[src/rp_config.svh]
// shared widths and register map
`ifndef RP_CONFIG_SVH
`define RP_CONFIG_SVH

////////////////////////////////////////
// data path and bus widths
////////////////////////////////////////
`define RP_DW        14              // sample width
`define RP_AW        32              // bus address
`define RP_BW        32              // bus data
`define RP_KP_W      12              // controller gain
`define RP_KP_SHIFT  8               // gain is fixed point, 8 fraction bits

////////////////////////////////////////
// address space
////////////////////////////////////////
`define RP_REGIONS   8               // regions on addr[22:20]
`define RP_REG_MSB   22
`define RP_REG_LSB   20
`define RP_OFS_W     20              // offset inside a region
`define RP_REG_HK    0               // housekeeping
`define RP_REG_LVL   2               // level generator
`define RP_REG_CTL   3               // proportional controller

// register offsets
`define RP_OFS_HK_ID    20'h00000    // read only
`define RP_OFS_HK_LOOP  20'h00004
`define RP_OFS_HK_LED   20'h00008
`define RP_OFS_LVL_A    20'h00000
`define RP_OFS_LVL_B    20'h00004
`define RP_OFS_SP_A     20'h00000
`define RP_OFS_KP_A     20'h00004
`define RP_OFS_SP_B     20'h00008
`define RP_OFS_KP_B     20'h0000C

`define RP_HK_ID     32'h5250_0001   // board ID word

`endif

[src/rp_analog_pkg.sv]
// analog data path types
`include "rp_config.svh"

package rp_analog_pkg;

  typedef logic signed [`RP_DW-1:0] sample_t;   // two's complement

  // pin codes, unsigned with negative slope
  typedef struct packed {
    logic [`RP_DW-1:0] a;
    logic [`RP_DW-1:0] b;
  } raw_pair_t;

  typedef struct packed {
    sample_t a;
    sample_t b;
  } chan_pair_t;

  // pin code to sample, msb kept and the rest inverted
  function automatic sample_t to_sample(input logic [`RP_DW-1:0] raw);
    return {raw[`RP_DW-1], ~raw[`RP_DW-2:0]};
  endfunction

  // same rule in the other direction
  function automatic logic [`RP_DW-1:0] to_raw(input sample_t s);
    return {s[`RP_DW-1], ~s[`RP_DW-2:0]};
  endfunction

  // clamp any wider signed value into the sample range
  function automatic sample_t sat_sample(input logic signed [31:0] x);
    logic signed [31:0] hi;
    logic signed [31:0] lo;
    hi = 2 ** (`RP_DW - 1) - 1;   // +8191
    lo = -hi - 1;                 // -8192
    if (x > hi)
      return hi[`RP_DW-1:0];
    else if (x < lo)
      return lo[`RP_DW-1:0];
    return x[`RP_DW-1:0];
  endfunction

endpackage : rp_analog_pkg

[src/rp_bus_pkg.sv]
// system bus types
`include "rp_config.svh"

package rp_bus_pkg;

  // request from the single master
  // addr and wdata held until ack
  typedef struct packed {
    logic [`RP_AW-1:0] addr;    // byte address
    logic [`RP_BW-1:0] wdata;   // whole word only, no byte selects
    logic              wen;     // one cycle pulse
    logic              ren;     // one cycle pulse
  } sys_req_t;

  // slave answer
  // rdata only valid while ack is high
  typedef struct packed {
    logic [`RP_BW-1:0] rdata;   // read data
    logic              err;     // never set here
    logic              ack;     // one cycle strobe
  } sys_rsp_t;

endpackage : rp_bus_pkg

[src/rp_adc_frontend.sv]
// ADC input stage
`timescale 1ns/1ps
`include "rp_config.svh"

module rp_adc_frontend
  import rp_analog_pkg::*;
(
  input  logic       adc_clk,
  input  logic       arst_n_i,
  input  raw_pair_t  raw_i,            // straight from the pins
  input  chan_pair_t loop_i,           // saturated DAC sum
  input  logic       digital_loop_i,
  output chan_pair_t sample_o
);

  raw_pair_t raw_q;   // meant for the IO block registers

  always_ff @(posedge adc_clk or negedge arst_n_i)
  begin
    if (!arst_n_i)
      raw_q <= '0;
    else
      raw_q <= raw_i;
  end

  // neg slope to two's complement and loop-back select after the registers
  assign sample_o = digital_loop_i ? loop_i
                                   : chan_pair_t'{a: to_sample(raw_q.a), b: to_sample(raw_q.b)};

endmodule : rp_adc_frontend

[src/rp_dac_backend.sv]
// DAC output stage
`timescale 1ns/1ps
`include "rp_config.svh"

module rp_dac_backend
  import rp_analog_pkg::*;
(
  input  logic       adc_clk,
  input  logic       arst_n_i,
  input  chan_pair_t level_i,   // generator
  input  chan_pair_t ctrl_i,    // controller
  output chan_pair_t sum_o,     // unregistered, also the loop-back
  output raw_pair_t  raw_o      // to the DAC pins
);

  // zero in neg slope code, 0x1FFF
  localparam raw_pair_t RAW_ZERO = '{a: to_raw('0), b: to_raw('0)};

  logic signed [`RP_DW:0] sum_a, sum_b;   // one guard bit

  ////////////////////////////////////////
  // summing point
  ////////////////////////////////////////
  assign sum_a = level_i.a + ctrl_i.a;
  assign sum_b = level_i.b + ctrl_i.b;

  // clamp to +8191 / -8192 when the guard bit disagrees
  assign sum_o.a = sat_sample(sum_a);
  assign sum_o.b = sat_sample(sum_b);

  // back to pin code and register
  always_ff @(posedge adc_clk or negedge arst_n_i)
  begin
    if (!arst_n_i)
      raw_o <= RAW_ZERO;
    else
    begin
      raw_o.a <= to_raw(sum_o.a);
      raw_o.b <= to_raw(sum_o.b);
    end
  end

endmodule : rp_dac_backend

[src/rp_housekeeping.sv]
// housekeeping registers
`timescale 1ns/1ps
`include "rp_config.svh"

module rp_housekeeping
  import rp_bus_pkg::*;
(
  input  logic     adc_clk,
  input  logic     arst_n_i,
  input  sys_req_t sys_req_i,
  output sys_rsp_t sys_rsp_o,
  output logic [7:0] led_o,
  output logic     digital_loop_o   // ADC input replaced by DAC sum
);

  logic [`RP_OFS_W-1:0] ofs;
  logic [7:0]           led_q;
  logic                 loop_q;
  logic [`RP_BW-1:0]    rd_data;    // read mux
  sys_rsp_t             rsp_q;

  assign ofs = sys_req_i.addr[`RP_OFS_W-1:0];

  ////////////////////////////////////////
  // write side
  ////////////////////////////////////////
  always_ff @(posedge adc_clk or negedge arst_n_i)
  begin
    if (!arst_n_i)
    begin
      led_q  <= '0;
      loop_q <= 1'b0;
    end
    else if (sys_req_i.wen)
    begin
      case (ofs)
        `RP_OFS_HK_LOOP: loop_q <= sys_req_i.wdata[0];
        `RP_OFS_HK_LED:  led_q  <= sys_req_i.wdata[7:0];
        default: ;   // ID write is acked, nothing stored
      endcase
    end
  end

  // read side
  always_comb
  begin
    rd_data = '0;
    case (ofs)
      `RP_OFS_HK_ID:   rd_data        = `RP_HK_ID;
      `RP_OFS_HK_LOOP: rd_data[0]     = loop_q;
      `RP_OFS_HK_LED:  rd_data[7:0]   = led_q;
      default: ;
    endcase
  end

  // answer one cycle after the strobe
  always_ff @(posedge adc_clk or negedge arst_n_i)
  begin
    if (!arst_n_i)
      rsp_q <= '0;
    else
    begin
      rsp_q.ack <= sys_req_i.wen | sys_req_i.ren;
      rsp_q.err <= 1'b0;
      if (sys_req_i.ren)
        rsp_q.rdata <= rd_data;
    end
  end

  assign sys_rsp_o      = rsp_q;
  assign led_o          = led_q;
  assign digital_loop_o = loop_q;

endmodule : rp_housekeeping

[src/rp_level_gen.sv]
// DC level generator
`timescale 1ns/1ps
`include "rp_config.svh"

module rp_level_gen
  import rp_bus_pkg::*, rp_analog_pkg::*;
(
  input  logic       adc_clk,
  input  logic       arst_n_i,
  input  sys_req_t   sys_req_i,
  output sys_rsp_t   sys_rsp_o,
  output chan_pair_t level_o   // one constant per channel
);

  logic [`RP_OFS_W-1:0] ofs;
  chan_pair_t           level_q;
  logic [`RP_BW-1:0]    rd_data;
  sys_rsp_t             rsp_q;

  assign ofs = sys_req_i.addr[`RP_OFS_W-1:0];

  always_ff @(posedge adc_clk or negedge arst_n_i)
  begin
    if (!arst_n_i)
      level_q <= '0;
    else if (sys_req_i.wen)
    begin
      case (ofs)
        `RP_OFS_LVL_A: level_q.a <= sys_req_i.wdata[`RP_DW-1:0];   // low bits only
        `RP_OFS_LVL_B: level_q.b <= sys_req_i.wdata[`RP_DW-1:0];
        default: ;
      endcase
    end
  end

  // sign extended read back
  always_comb
  begin
    case (ofs)
      `RP_OFS_LVL_A: rd_data = {{(`RP_BW-`RP_DW){level_q.a[`RP_DW-1]}}, level_q.a};
      `RP_OFS_LVL_B: rd_data = {{(`RP_BW-`RP_DW){level_q.b[`RP_DW-1]}}, level_q.b};
      default:       rd_data = '0;
    endcase
  end

  always_ff @(posedge adc_clk or negedge arst_n_i)
  begin
    if (!arst_n_i)
      rsp_q <= '0;
    else
    begin
      rsp_q.ack <= sys_req_i.wen | sys_req_i.ren;   // 1 cycle latency
      rsp_q.err <= 1'b0;
      if (sys_req_i.ren)
        rsp_q.rdata <= rd_data;
    end
  end

  assign sys_rsp_o = rsp_q;
  assign level_o   = level_q;

endmodule : rp_level_gen

[src/rp_prop_ctrl.sv]
// proportional controller
`timescale 1ns/1ps
`include "rp_config.svh"

module rp_prop_ctrl
  import rp_bus_pkg::*, rp_analog_pkg::*;
(
  input  logic       adc_clk,
  input  logic       arst_n_i,
  input  sys_req_t   sys_req_i,
  output sys_rsp_t   sys_rsp_o,
  input  chan_pair_t sample_i,   // from the ADC front end
  output chan_pair_t ctrl_o      // registered P term
);

  logic [`RP_OFS_W-1:0]      ofs;
  chan_pair_t                sp_q;          // setpoints
  logic signed [`RP_KP_W-1:0] kp_a_q, kp_b_q;
  logic [`RP_BW-1:0]         rd_data;
  sys_rsp_t                  rsp_q;

  // kp * (sp - x) >>> shift, clamped
  function automatic sample_t p_term(input sample_t sp, input sample_t x,
                                     input logic signed [`RP_KP_W-1:0] kp);
    logic signed [`RP_DW:0]          err;    // 15 bit error
    logic signed [`RP_DW+`RP_KP_W:0] prod;   // full product
    logic signed [31:0]              shifted;
    err     = sp - x;
    prod    = err * kp;
    shifted = prod >>> `RP_KP_SHIFT;         // drop fraction bits
    return sat_sample(shifted);
  endfunction

  assign ofs = sys_req_i.addr[`RP_OFS_W-1:0];

  ////////////////////////////////////////
  // registers
  ////////////////////////////////////////
  always_ff @(posedge adc_clk or negedge arst_n_i)
  begin
    if (!arst_n_i)
    begin
      sp_q   <= '0;
      kp_a_q <= '0;
      kp_b_q <= '0;
    end
    else if (sys_req_i.wen)
    begin
      case (ofs)
        `RP_OFS_SP_A: sp_q.a <= sys_req_i.wdata[`RP_DW-1:0];
        `RP_OFS_KP_A: kp_a_q <= sys_req_i.wdata[`RP_KP_W-1:0];
        `RP_OFS_SP_B: sp_q.b <= sys_req_i.wdata[`RP_DW-1:0];
        `RP_OFS_KP_B: kp_b_q <= sys_req_i.wdata[`RP_KP_W-1:0];
        default: ;
      endcase
    end
  end

  always_comb
  begin
    case (ofs)
      `RP_OFS_SP_A: rd_data = {{(`RP_BW-`RP_DW){sp_q.a[`RP_DW-1]}}, sp_q.a};
      `RP_OFS_KP_A: rd_data = {{(`RP_BW-`RP_KP_W){kp_a_q[`RP_KP_W-1]}}, kp_a_q};
      `RP_OFS_SP_B: rd_data = {{(`RP_BW-`RP_DW){sp_q.b[`RP_DW-1]}}, sp_q.b};
      `RP_OFS_KP_B: rd_data = {{(`RP_BW-`RP_KP_W){kp_b_q[`RP_KP_W-1]}}, kp_b_q};
      default:      rd_data = '0;
    endcase
  end

  always_ff @(posedge adc_clk or negedge arst_n_i)
  begin
    if (!arst_n_i)
    begin
      rsp_q  <= '0;
      ctrl_o <= '0;
    end
    else
    begin
      rsp_q.ack <= sys_req_i.wen | sys_req_i.ren;
      rsp_q.err <= 1'b0;
      if (sys_req_i.ren)
        rsp_q.rdata <= rd_data;
      ctrl_o.a <= p_term(sp_q.a, sample_i.a, kp_a_q);   // new sample every cycle
      ctrl_o.b <= p_term(sp_q.b, sample_i.b, kp_b_q);
    end
  end

  assign sys_rsp_o = rsp_q;

endmodule : rp_prop_ctrl

[src/rp_sys_decoder.sv]
// system bus region decoder
`timescale 1ns/1ps
`include "rp_config.svh"

module rp_sys_decoder
  import rp_bus_pkg::*;
(
  input  sys_req_t sys_req_i,   // from the master
  output sys_rsp_t sys_rsp_o,
  output sys_req_t hk_req_o,    // region 0
  input  sys_rsp_t hk_rsp_i,
  output sys_req_t lvl_req_o,   // region 2
  input  sys_rsp_t lvl_rsp_i,
  output sys_req_t ctl_req_o,   // region 3
  input  sys_rsp_t ctl_rsp_i
);

  logic [2:0]             region;   // addr[22:20]
  logic [`RP_REGIONS-1:0] cs;       // one-hot select
  sys_rsp_t               rsp [`RP_REGIONS];

  assign region = sys_req_i.addr[`RP_REG_MSB:`RP_REG_LSB];
  assign cs     = {{(`RP_REGIONS-1){1'b0}}, 1'b1} << region;

  // address and data go everywhere, strobes only to the selected slave
  always_comb
  begin
    hk_req_o      = sys_req_i;
    hk_req_o.wen  = sys_req_i.wen & cs[`RP_REG_HK];
    hk_req_o.ren  = sys_req_i.ren & cs[`RP_REG_HK];
    lvl_req_o     = sys_req_i;
    lvl_req_o.wen = sys_req_i.wen & cs[`RP_REG_LVL];
    lvl_req_o.ren = sys_req_i.ren & cs[`RP_REG_LVL];
    ctl_req_o     = sys_req_i;
    ctl_req_o.wen = sys_req_i.wen & cs[`RP_REG_CTL];
    ctl_req_o.ren = sys_req_i.ren & cs[`RP_REG_CTL];
  end

  // unused regions ack in the same cycle with zero data
  always_comb
  begin
    for (int r = 0; r < `RP_REGIONS; r++)
    begin
      rsp[r].rdata = '0;
      rsp[r].err   = 1'b0;
      rsp[r].ack   = sys_req_i.wen | sys_req_i.ren;
    end
    rsp[`RP_REG_HK]  = hk_rsp_i;
    rsp[`RP_REG_LVL] = lvl_rsp_i;
    rsp[`RP_REG_CTL] = ctl_rsp_i;
  end

  assign sys_rsp_o = rsp[region];   // follows the current address

endmodule : rp_sys_decoder

[src/rp_top.sv]
// ADC clock domain top level
`timescale 1ns/1ps
`include "rp_config.svh"

module rp_top
  import rp_bus_pkg::*, rp_analog_pkg::*;
(
  input  logic              adc_clk,
  input  logic              arst_n_i,
  input  logic [`RP_DW-1:0] adc_dat_a_i,   // ADC CH1, neg slope
  input  logic [`RP_DW-1:0] adc_dat_b_i,   // ADC CH2
  output logic [`RP_DW-1:0] dac_dat_a_o,   // DAC CH1, neg slope
  output logic [`RP_DW-1:0] dac_dat_b_o,   // DAC CH2
  output logic [7:0]        led_o,
  input  sys_req_t          sys_req_i,
  output sys_rsp_t          sys_rsp_o
);

  ////////////////////////////////////////
  // bus
  ////////////////////////////////////////
  sys_req_t   hk_req, lvl_req, ctl_req;
  sys_rsp_t   hk_rsp, lvl_rsp, ctl_rsp;

  // data path
  raw_pair_t  adc_raw, dac_raw;    // pin side
  chan_pair_t adc_smp;             // front end out
  chan_pair_t lvl, ctl, dac_sum;
  logic       digital_loop;

  assign adc_raw     = '{a: adc_dat_a_i, b: adc_dat_b_i};
  assign dac_dat_a_o = dac_raw.a;
  assign dac_dat_b_o = dac_raw.b;

  rp_sys_decoder i_dec (
    .sys_req_i (sys_req_i), .sys_rsp_o (sys_rsp_o),
    .hk_req_o  (hk_req),    .hk_rsp_i  (hk_rsp),
    .lvl_req_o (lvl_req),   .lvl_rsp_i (lvl_rsp),
    .ctl_req_o (ctl_req),   .ctl_rsp_i (ctl_rsp)
  );

  rp_housekeeping i_hk (
    .adc_clk, .arst_n_i,
    .sys_req_i (hk_req), .sys_rsp_o (hk_rsp),
    .led_o, .digital_loop_o (digital_loop)
  );

  rp_level_gen i_lvl (
    .adc_clk, .arst_n_i,
    .sys_req_i (lvl_req), .sys_rsp_o (lvl_rsp),
    .level_o   (lvl)      // stands in for the ASG
  );

  rp_prop_ctrl i_ctl (
    .adc_clk, .arst_n_i,
    .sys_req_i (ctl_req), .sys_rsp_o (ctl_rsp),
    .sample_i  (adc_smp), .ctrl_o    (ctl)
  );

  ////////////////////////////////////////
  // analog front and back end
  ////////////////////////////////////////
  rp_adc_frontend i_adc (
    .adc_clk, .arst_n_i,
    .raw_i (adc_raw), .loop_i (dac_sum),   // loop-back from unregistered sum
    .digital_loop_i (digital_loop), .sample_o (adc_smp)
  );

  rp_dac_backend i_dac (
    .adc_clk, .arst_n_i,
    .level_i (lvl), .ctrl_i (ctl),
    .sum_o   (dac_sum), .raw_o (dac_raw)
  );

endmodule : rp_top

[config.mk]
export PLATFORM = sky130hd
export DESIGN_NAME = rp_top
export DESIGN_NICKNAME = d
export VERILOG_FILES = /design/src/rp_analog_pkg.sv /design/src/rp_bus_pkg.sv /design/src/rp_adc_frontend.sv /design/src/rp_dac_backend.sv /design/src/rp_housekeeping.sv /design/src/rp_level_gen.sv /design/src/rp_prop_ctrl.sv /design/src/rp_sys_decoder.sv /design/src/rp_top.sv
export VERILOG_INCLUDE_DIRS = /design/src
export SDC_FILE = /design/constraint.sdc
export NUM_CORES = 1
export LEC_CHECK = 0
export BUFFER_PORTS_ARGS = -buffer_cell sky130_fd_sc_hd__buf_2
export CORE_UTILIZATION = 55
export DETAILED_ROUTE_END_ITERATION = 6
export PLACE_DENSITY = 0.74
export SKIP_CTS_REPAIR_TIMING = 1
export SLEW_MARGIN = 5
export SYNTH_ARGS = -nofsm -noshare
export SYNTH_HDL_FRONTEND = slang
export SYNTH_SLANG_ARGS = --single-unit
[constraint.sdc]
create_clock -name adc_clk -period 13.85 [get_ports adc_clk]
set_clock_uncertainty 0.2 [all_clocks]
set_input_delay 0 -clock adc_clk [delete_from_list [all_inputs] [get_ports adc_clk]]
set_output_delay 0 -clock adc_clk [all_outputs]
set_load 0.05 [all_outputs]
==> metrics.yaml <==
die:
  die_w_microns: 211.3
  pin_count: 166
  fp.dieH_microns: 211.3
  core_region_area_sq_mm: 0.04317
  initial_core_util_pct: 55.81
  die_area_sq_mm: 0.04465
  core.rowCount: 76
critical_path:
  crit_path_start: "i_ctl.ctrl_o[0]$_DFF_PN0_"
  cp_slowest_cell: "a31oi_1"
  worst-setup-path-type: "reg2reg"
  arrival_ns: 12.99
  critPathMaxStageDelay_ns: 0.96
  cp_common_cell: "fa_1"
  crit_fanout: 13
  regToRegStartpoint: "i_ctl.ctrl_o[0]$_DFF_PN0_"
  reg2regPathDepth: 42
  critPathLaunchType: "register"
  r2r_slack_ns: 1.0
  endpoint: "i_ctl.ctrl_o[4]$_DFF_PN0_"
  required_ns: 13.98
  r2r-end: "i_ctl.ctrl_o[4]$_DFF_PN0_"
  crit_path_end_kind: "register"
placed_design:
  hpwl_microns: 47470
  placed_area_sq_mm: 0.02513
  pre_cts_ws_ns: 1.326
  place_congestion: 0.9187
  portBuffers: 137
  dp.cells: 3127
power_and_ir_drop:
  p_leak_uw: 0.01322
  powerDensity_mw_per_mm2: 57.27
  power_frac_seq_pct: 43.8
  p_clk_share_pct: 36.6
  pwr-share-comb_pct: 19.6
  irDropWorstVdd_mv: 0.07352
  internal_power_uw: 1057
  p_switching_uw: 467.2
  swShare_pct: 30.65
status:
  violations: "hold timing"
  status: "finished with violations"
yosys:
  ys.flop_type: "dfrtp_1"
  ys_ff_latch: 213
  netlist_top_cells_area: "fa_1 28%, dfrtp_1 19%, ha_1 8.5%"
  syn_nets: 3099
  ys_seq_area_share_pct: 22.26
  syn_avg_cell_area_sq_um: 9.626
  synthCells: 2503
  synth_area_sq_mm: 0.02409
  yosysTopAreaCell: "fa_1"
  async_flop_share_pct: 100.0
  synth-edff-count: 0
  ys_warn_count: 0
  synthDistinctLibCells: 79
  yosysTopAreaCellShare_pct: 27.92
timing:
  report.final.slew_viol_count: 0
  min_period_over_period_pct: 92.82
  fmax_ghz: 0.07779
  maxSlewHeadroom_pct: 7.933
  timing.hold.ws_ns: -0.02387
  finalCriticalPeriod_ns: 12.85
  finalHoldViolCount: 1
  worstMarginPinSlew_ns: 1.371
  setup_violations: 0
  finalWorstSetupSlack_ns: 0.9950
detailed_routing:
  vias: 18330
  first_pass_iters: 6
  wl_per_cell_microns: 19.56
  ant_nets: 0
  drc: 0
  drt_iter0_drc: 1593
  viasPerCell: 5.643
  wirelength_microns: 63520
clock_network:
  clock-sinks: 213
  clk_transition_reported_paths_ns: 0.07
  cts_buffers: 21
  clockBufferDepth: 3
  cts_tree: "built"
  clock_latency_ns: 0.52
  cts-htree-levels: 1
  cts-root-buf: "clkbuf_16"
global_route:
  grt_max_degree: 97
  grt_pass1_vias: 18970
  antenna_found_initial: 1
  grt.overflow.total: 0
  track_usage_pct: 28.59
  grt_pass1_wl_microns: 99570
final_layout:
  drive_gt1_share_pct: 13.75
  final_cell_area_sq_mm: 0.02661
  finalNonFillerCells: 3248
  fin_util_pct: 61.65
  nets: 3245
  area_growth_pct: 10.45
min_path:
  hp-class: "in2reg"
flow_run:
  maxCapViolCount: 0
==> worst min path at each step <==
stage | slack, ns | cells after the start | to | startpoint
2_1_floorplan | -0.50 | 0 | i_adc.raw_q[0]$_DFF_PN0_ | arst_n_i
3_3_place_gp | -0.09 | 1 | i_adc.raw_q[12]$_DFF_PN0_ | adc_dat_b_i[12]
3_5_place_dp | -0.09 | 1 | i_adc.raw_q[3]$_DFF_PN0_ | adc_dat_b_i[3]
4_1_cts | -0.62 | 1 | i_adc.raw_q[12]$_DFF_PN0_ | adc_dat_b_i[12]
5_1_grt | 0.03 | 3 | i_hk.sys_rsp_o[30]$_DFFE_PN0P_ | sys_req_i[37]
6_report | -0.02 | 3 | i_hk.sys_rsp_o[30]$_DFFE_PN0P_ | sys_req_i[37]
==> per-layer routing <==
layer | global-route usage [%] | up-vias | share of wire, %
li1 | - | 8180 | -
met1 | 37.62 | 9280 | 40
met2 | 48.87 | 719 | 50
met3 | 2.537 | 150 | 6.1
met4 | 11.52 | 0 | 3.7
met5 | 0 | - | 0
==> stage by stage <==
step	power (uW)	hold WS [ns]	TNS, ns
after detailed placement	952.4	-0.09068	0
final	1524	-0.02387	0
after global routing	1574	0.02954	-0.04460
after CTS	1503	-0.6226	0
after floorplan	861.0	-0.4956	0
after global placement	945.3	-0.09235	0
==> cell families after synthesis <==
kind of cell | count (synthesis) | share of synthesized area (%)
AND/OR/NAND/NOR | 673 | 13.57
buffers and inverters | 560 | 9.139
adder cells (fa/ha/maj) | 502 | 36.52
AO/OA/AOI/OAI | 328 | 8.922
flip-flops | 213 | 22.26
multiplexers | 135 | 6.237
XOR/XNOR | 91 | 3.339
other | 1 | 0.01556
==> state kept, by name, summed over array words and instances, names as in the netlist, 12 cells and up <==
name / cells
i_lvl.sys_rsp_o: 15
i_lvl.level_o: 28
i_dac.raw_o: 28
i_adc.raw_q: 28
i_ctl.sys_rsp_o: 15
i_ctl.ctrl_o: 28
i_ctl.sp_q: 28
i_ctl.kp_a_q: 12
i_ctl.kp_b_q: 12
==> cell usage after synthesis (5+ instances only) <==
| master | count |
|---|---|
| ha_1 | 164 |
| or3_1 | 6 |
| clkbuf_1 | 87 |
| inv_1 | 442 |
| buf_4 | 19 |
| or2_2 | 6 |
| xnor2_1 | 71 |
| and3_1 | 10 |
| nor3_1 | 23 |
| a222oi_1 | 11 |
| fa_1 | 336 |
| nor4_1 | 6 |
| o21ai_0 | 70 |
| dfstp_2 | 26 |
| dfrtp_1 | 187 |
| nor2b_1 | 41 |
| nand2b_1 | 22 |
| o31ai_1 | 7 |
| a21boi_0 | 5 |
| o21bai_1 | 9 |
| mux2i_1 | 14 |
| nand3_1 | 25 |
| a211oi_1 | 8 |
| a21o_1 | 33 |
| a31oi_1 | 10 |
| a22o_1 | 7 |
| and2_1 | 141 |
| nor2_1 | 122 |
| a21oi_1 | 98 |
| mux2_2 | 121 |
| o21a_1 | 7 |
| nand2_1 | 248 |
| xor2_1 | 19 |
| o21ai_1 | 7 |
| a22oi_1 | 17 |
==> area by class of cell <==
class | instances | area (sq um)
Fill cell | 3543 | 16560
Multi-Input combinational cell | 1730 | 16530
Sequential cell | 213 | 5363
Timing Repair Buffer | 241 | 1685
Inverter | 442 | 1659
Tap cell | 585 | 732.0
Clock buffer | 31 | 603.1
Clock inverter | 5 | 38.79
Antenna cell | 1 | 2.502
==> power by group through the flow <==
stage | Combinational [uW] | Sequential (uW) | Clock, uW
6_report | 299 | 668 | 557
3_3_place_gp | 267 | 678 | 0
5_1_grt | 324 | 670 | 580
3_5_place_dp | 274 | 679 | 0
4_1_cts | 276 | 667 | 561
2_1_floorplan | 155 | 706 | 0
==> critical path, delay by kind of cell (launching register included) <==
kind,cells,cell delay (ns)
multiplexers,1,0.13
adder cells (fa/ha/maj),10,4.20
flip-flops,1,0.41
AND/OR/NAND/NOR,4,0.69
buffers and inverters,3,0.15
AO/OA/AOI/OAI,22,5.89
XOR/XNOR,2,0.99
==> cells in the final DEF (no fill, tap or decap), types with 8 or more instances in the layout <==
cell type | synthesis | final
inv_1 | 442 | 442
fa_1 | 336 | 336
nand2_1 | 248 | 248
dfrtp_1 | 187 | 187
ha_1 | 164 | 164
and2_1 | 141 | 141
buf_2 | 4 | 136
nor2_1 | 122 | 122
mux2_2 | 121 | 121
a21oi_1 | 98 | 98
dlygate4sd3_1 | 0 | 84
xnor2_1 | 71 | 71
o21ai_0 | 70 | 70
nor2b_1 | 41 | 41
a21o_1 | 33 | 33
dfstp_2 | 26 | 26
nand3_1 | 25 | 25
nor3_1 | 23 | 23
nand2b_1 | 22 | 22
clkbuf_16 | 0 | 21
buf_4 | 19 | 20
xor2_1 | 19 | 19
a22oi_1 | 17 | 17
mux2i_1 | 14 | 14
a222oi_1 | 11 | 11
and3_1 | 10 | 10
a31oi_1 | 10 | 10
o21bai_1 | 9 | 9
a211oi_1 | 8 | 8
(Power assumes the default switching activity.)
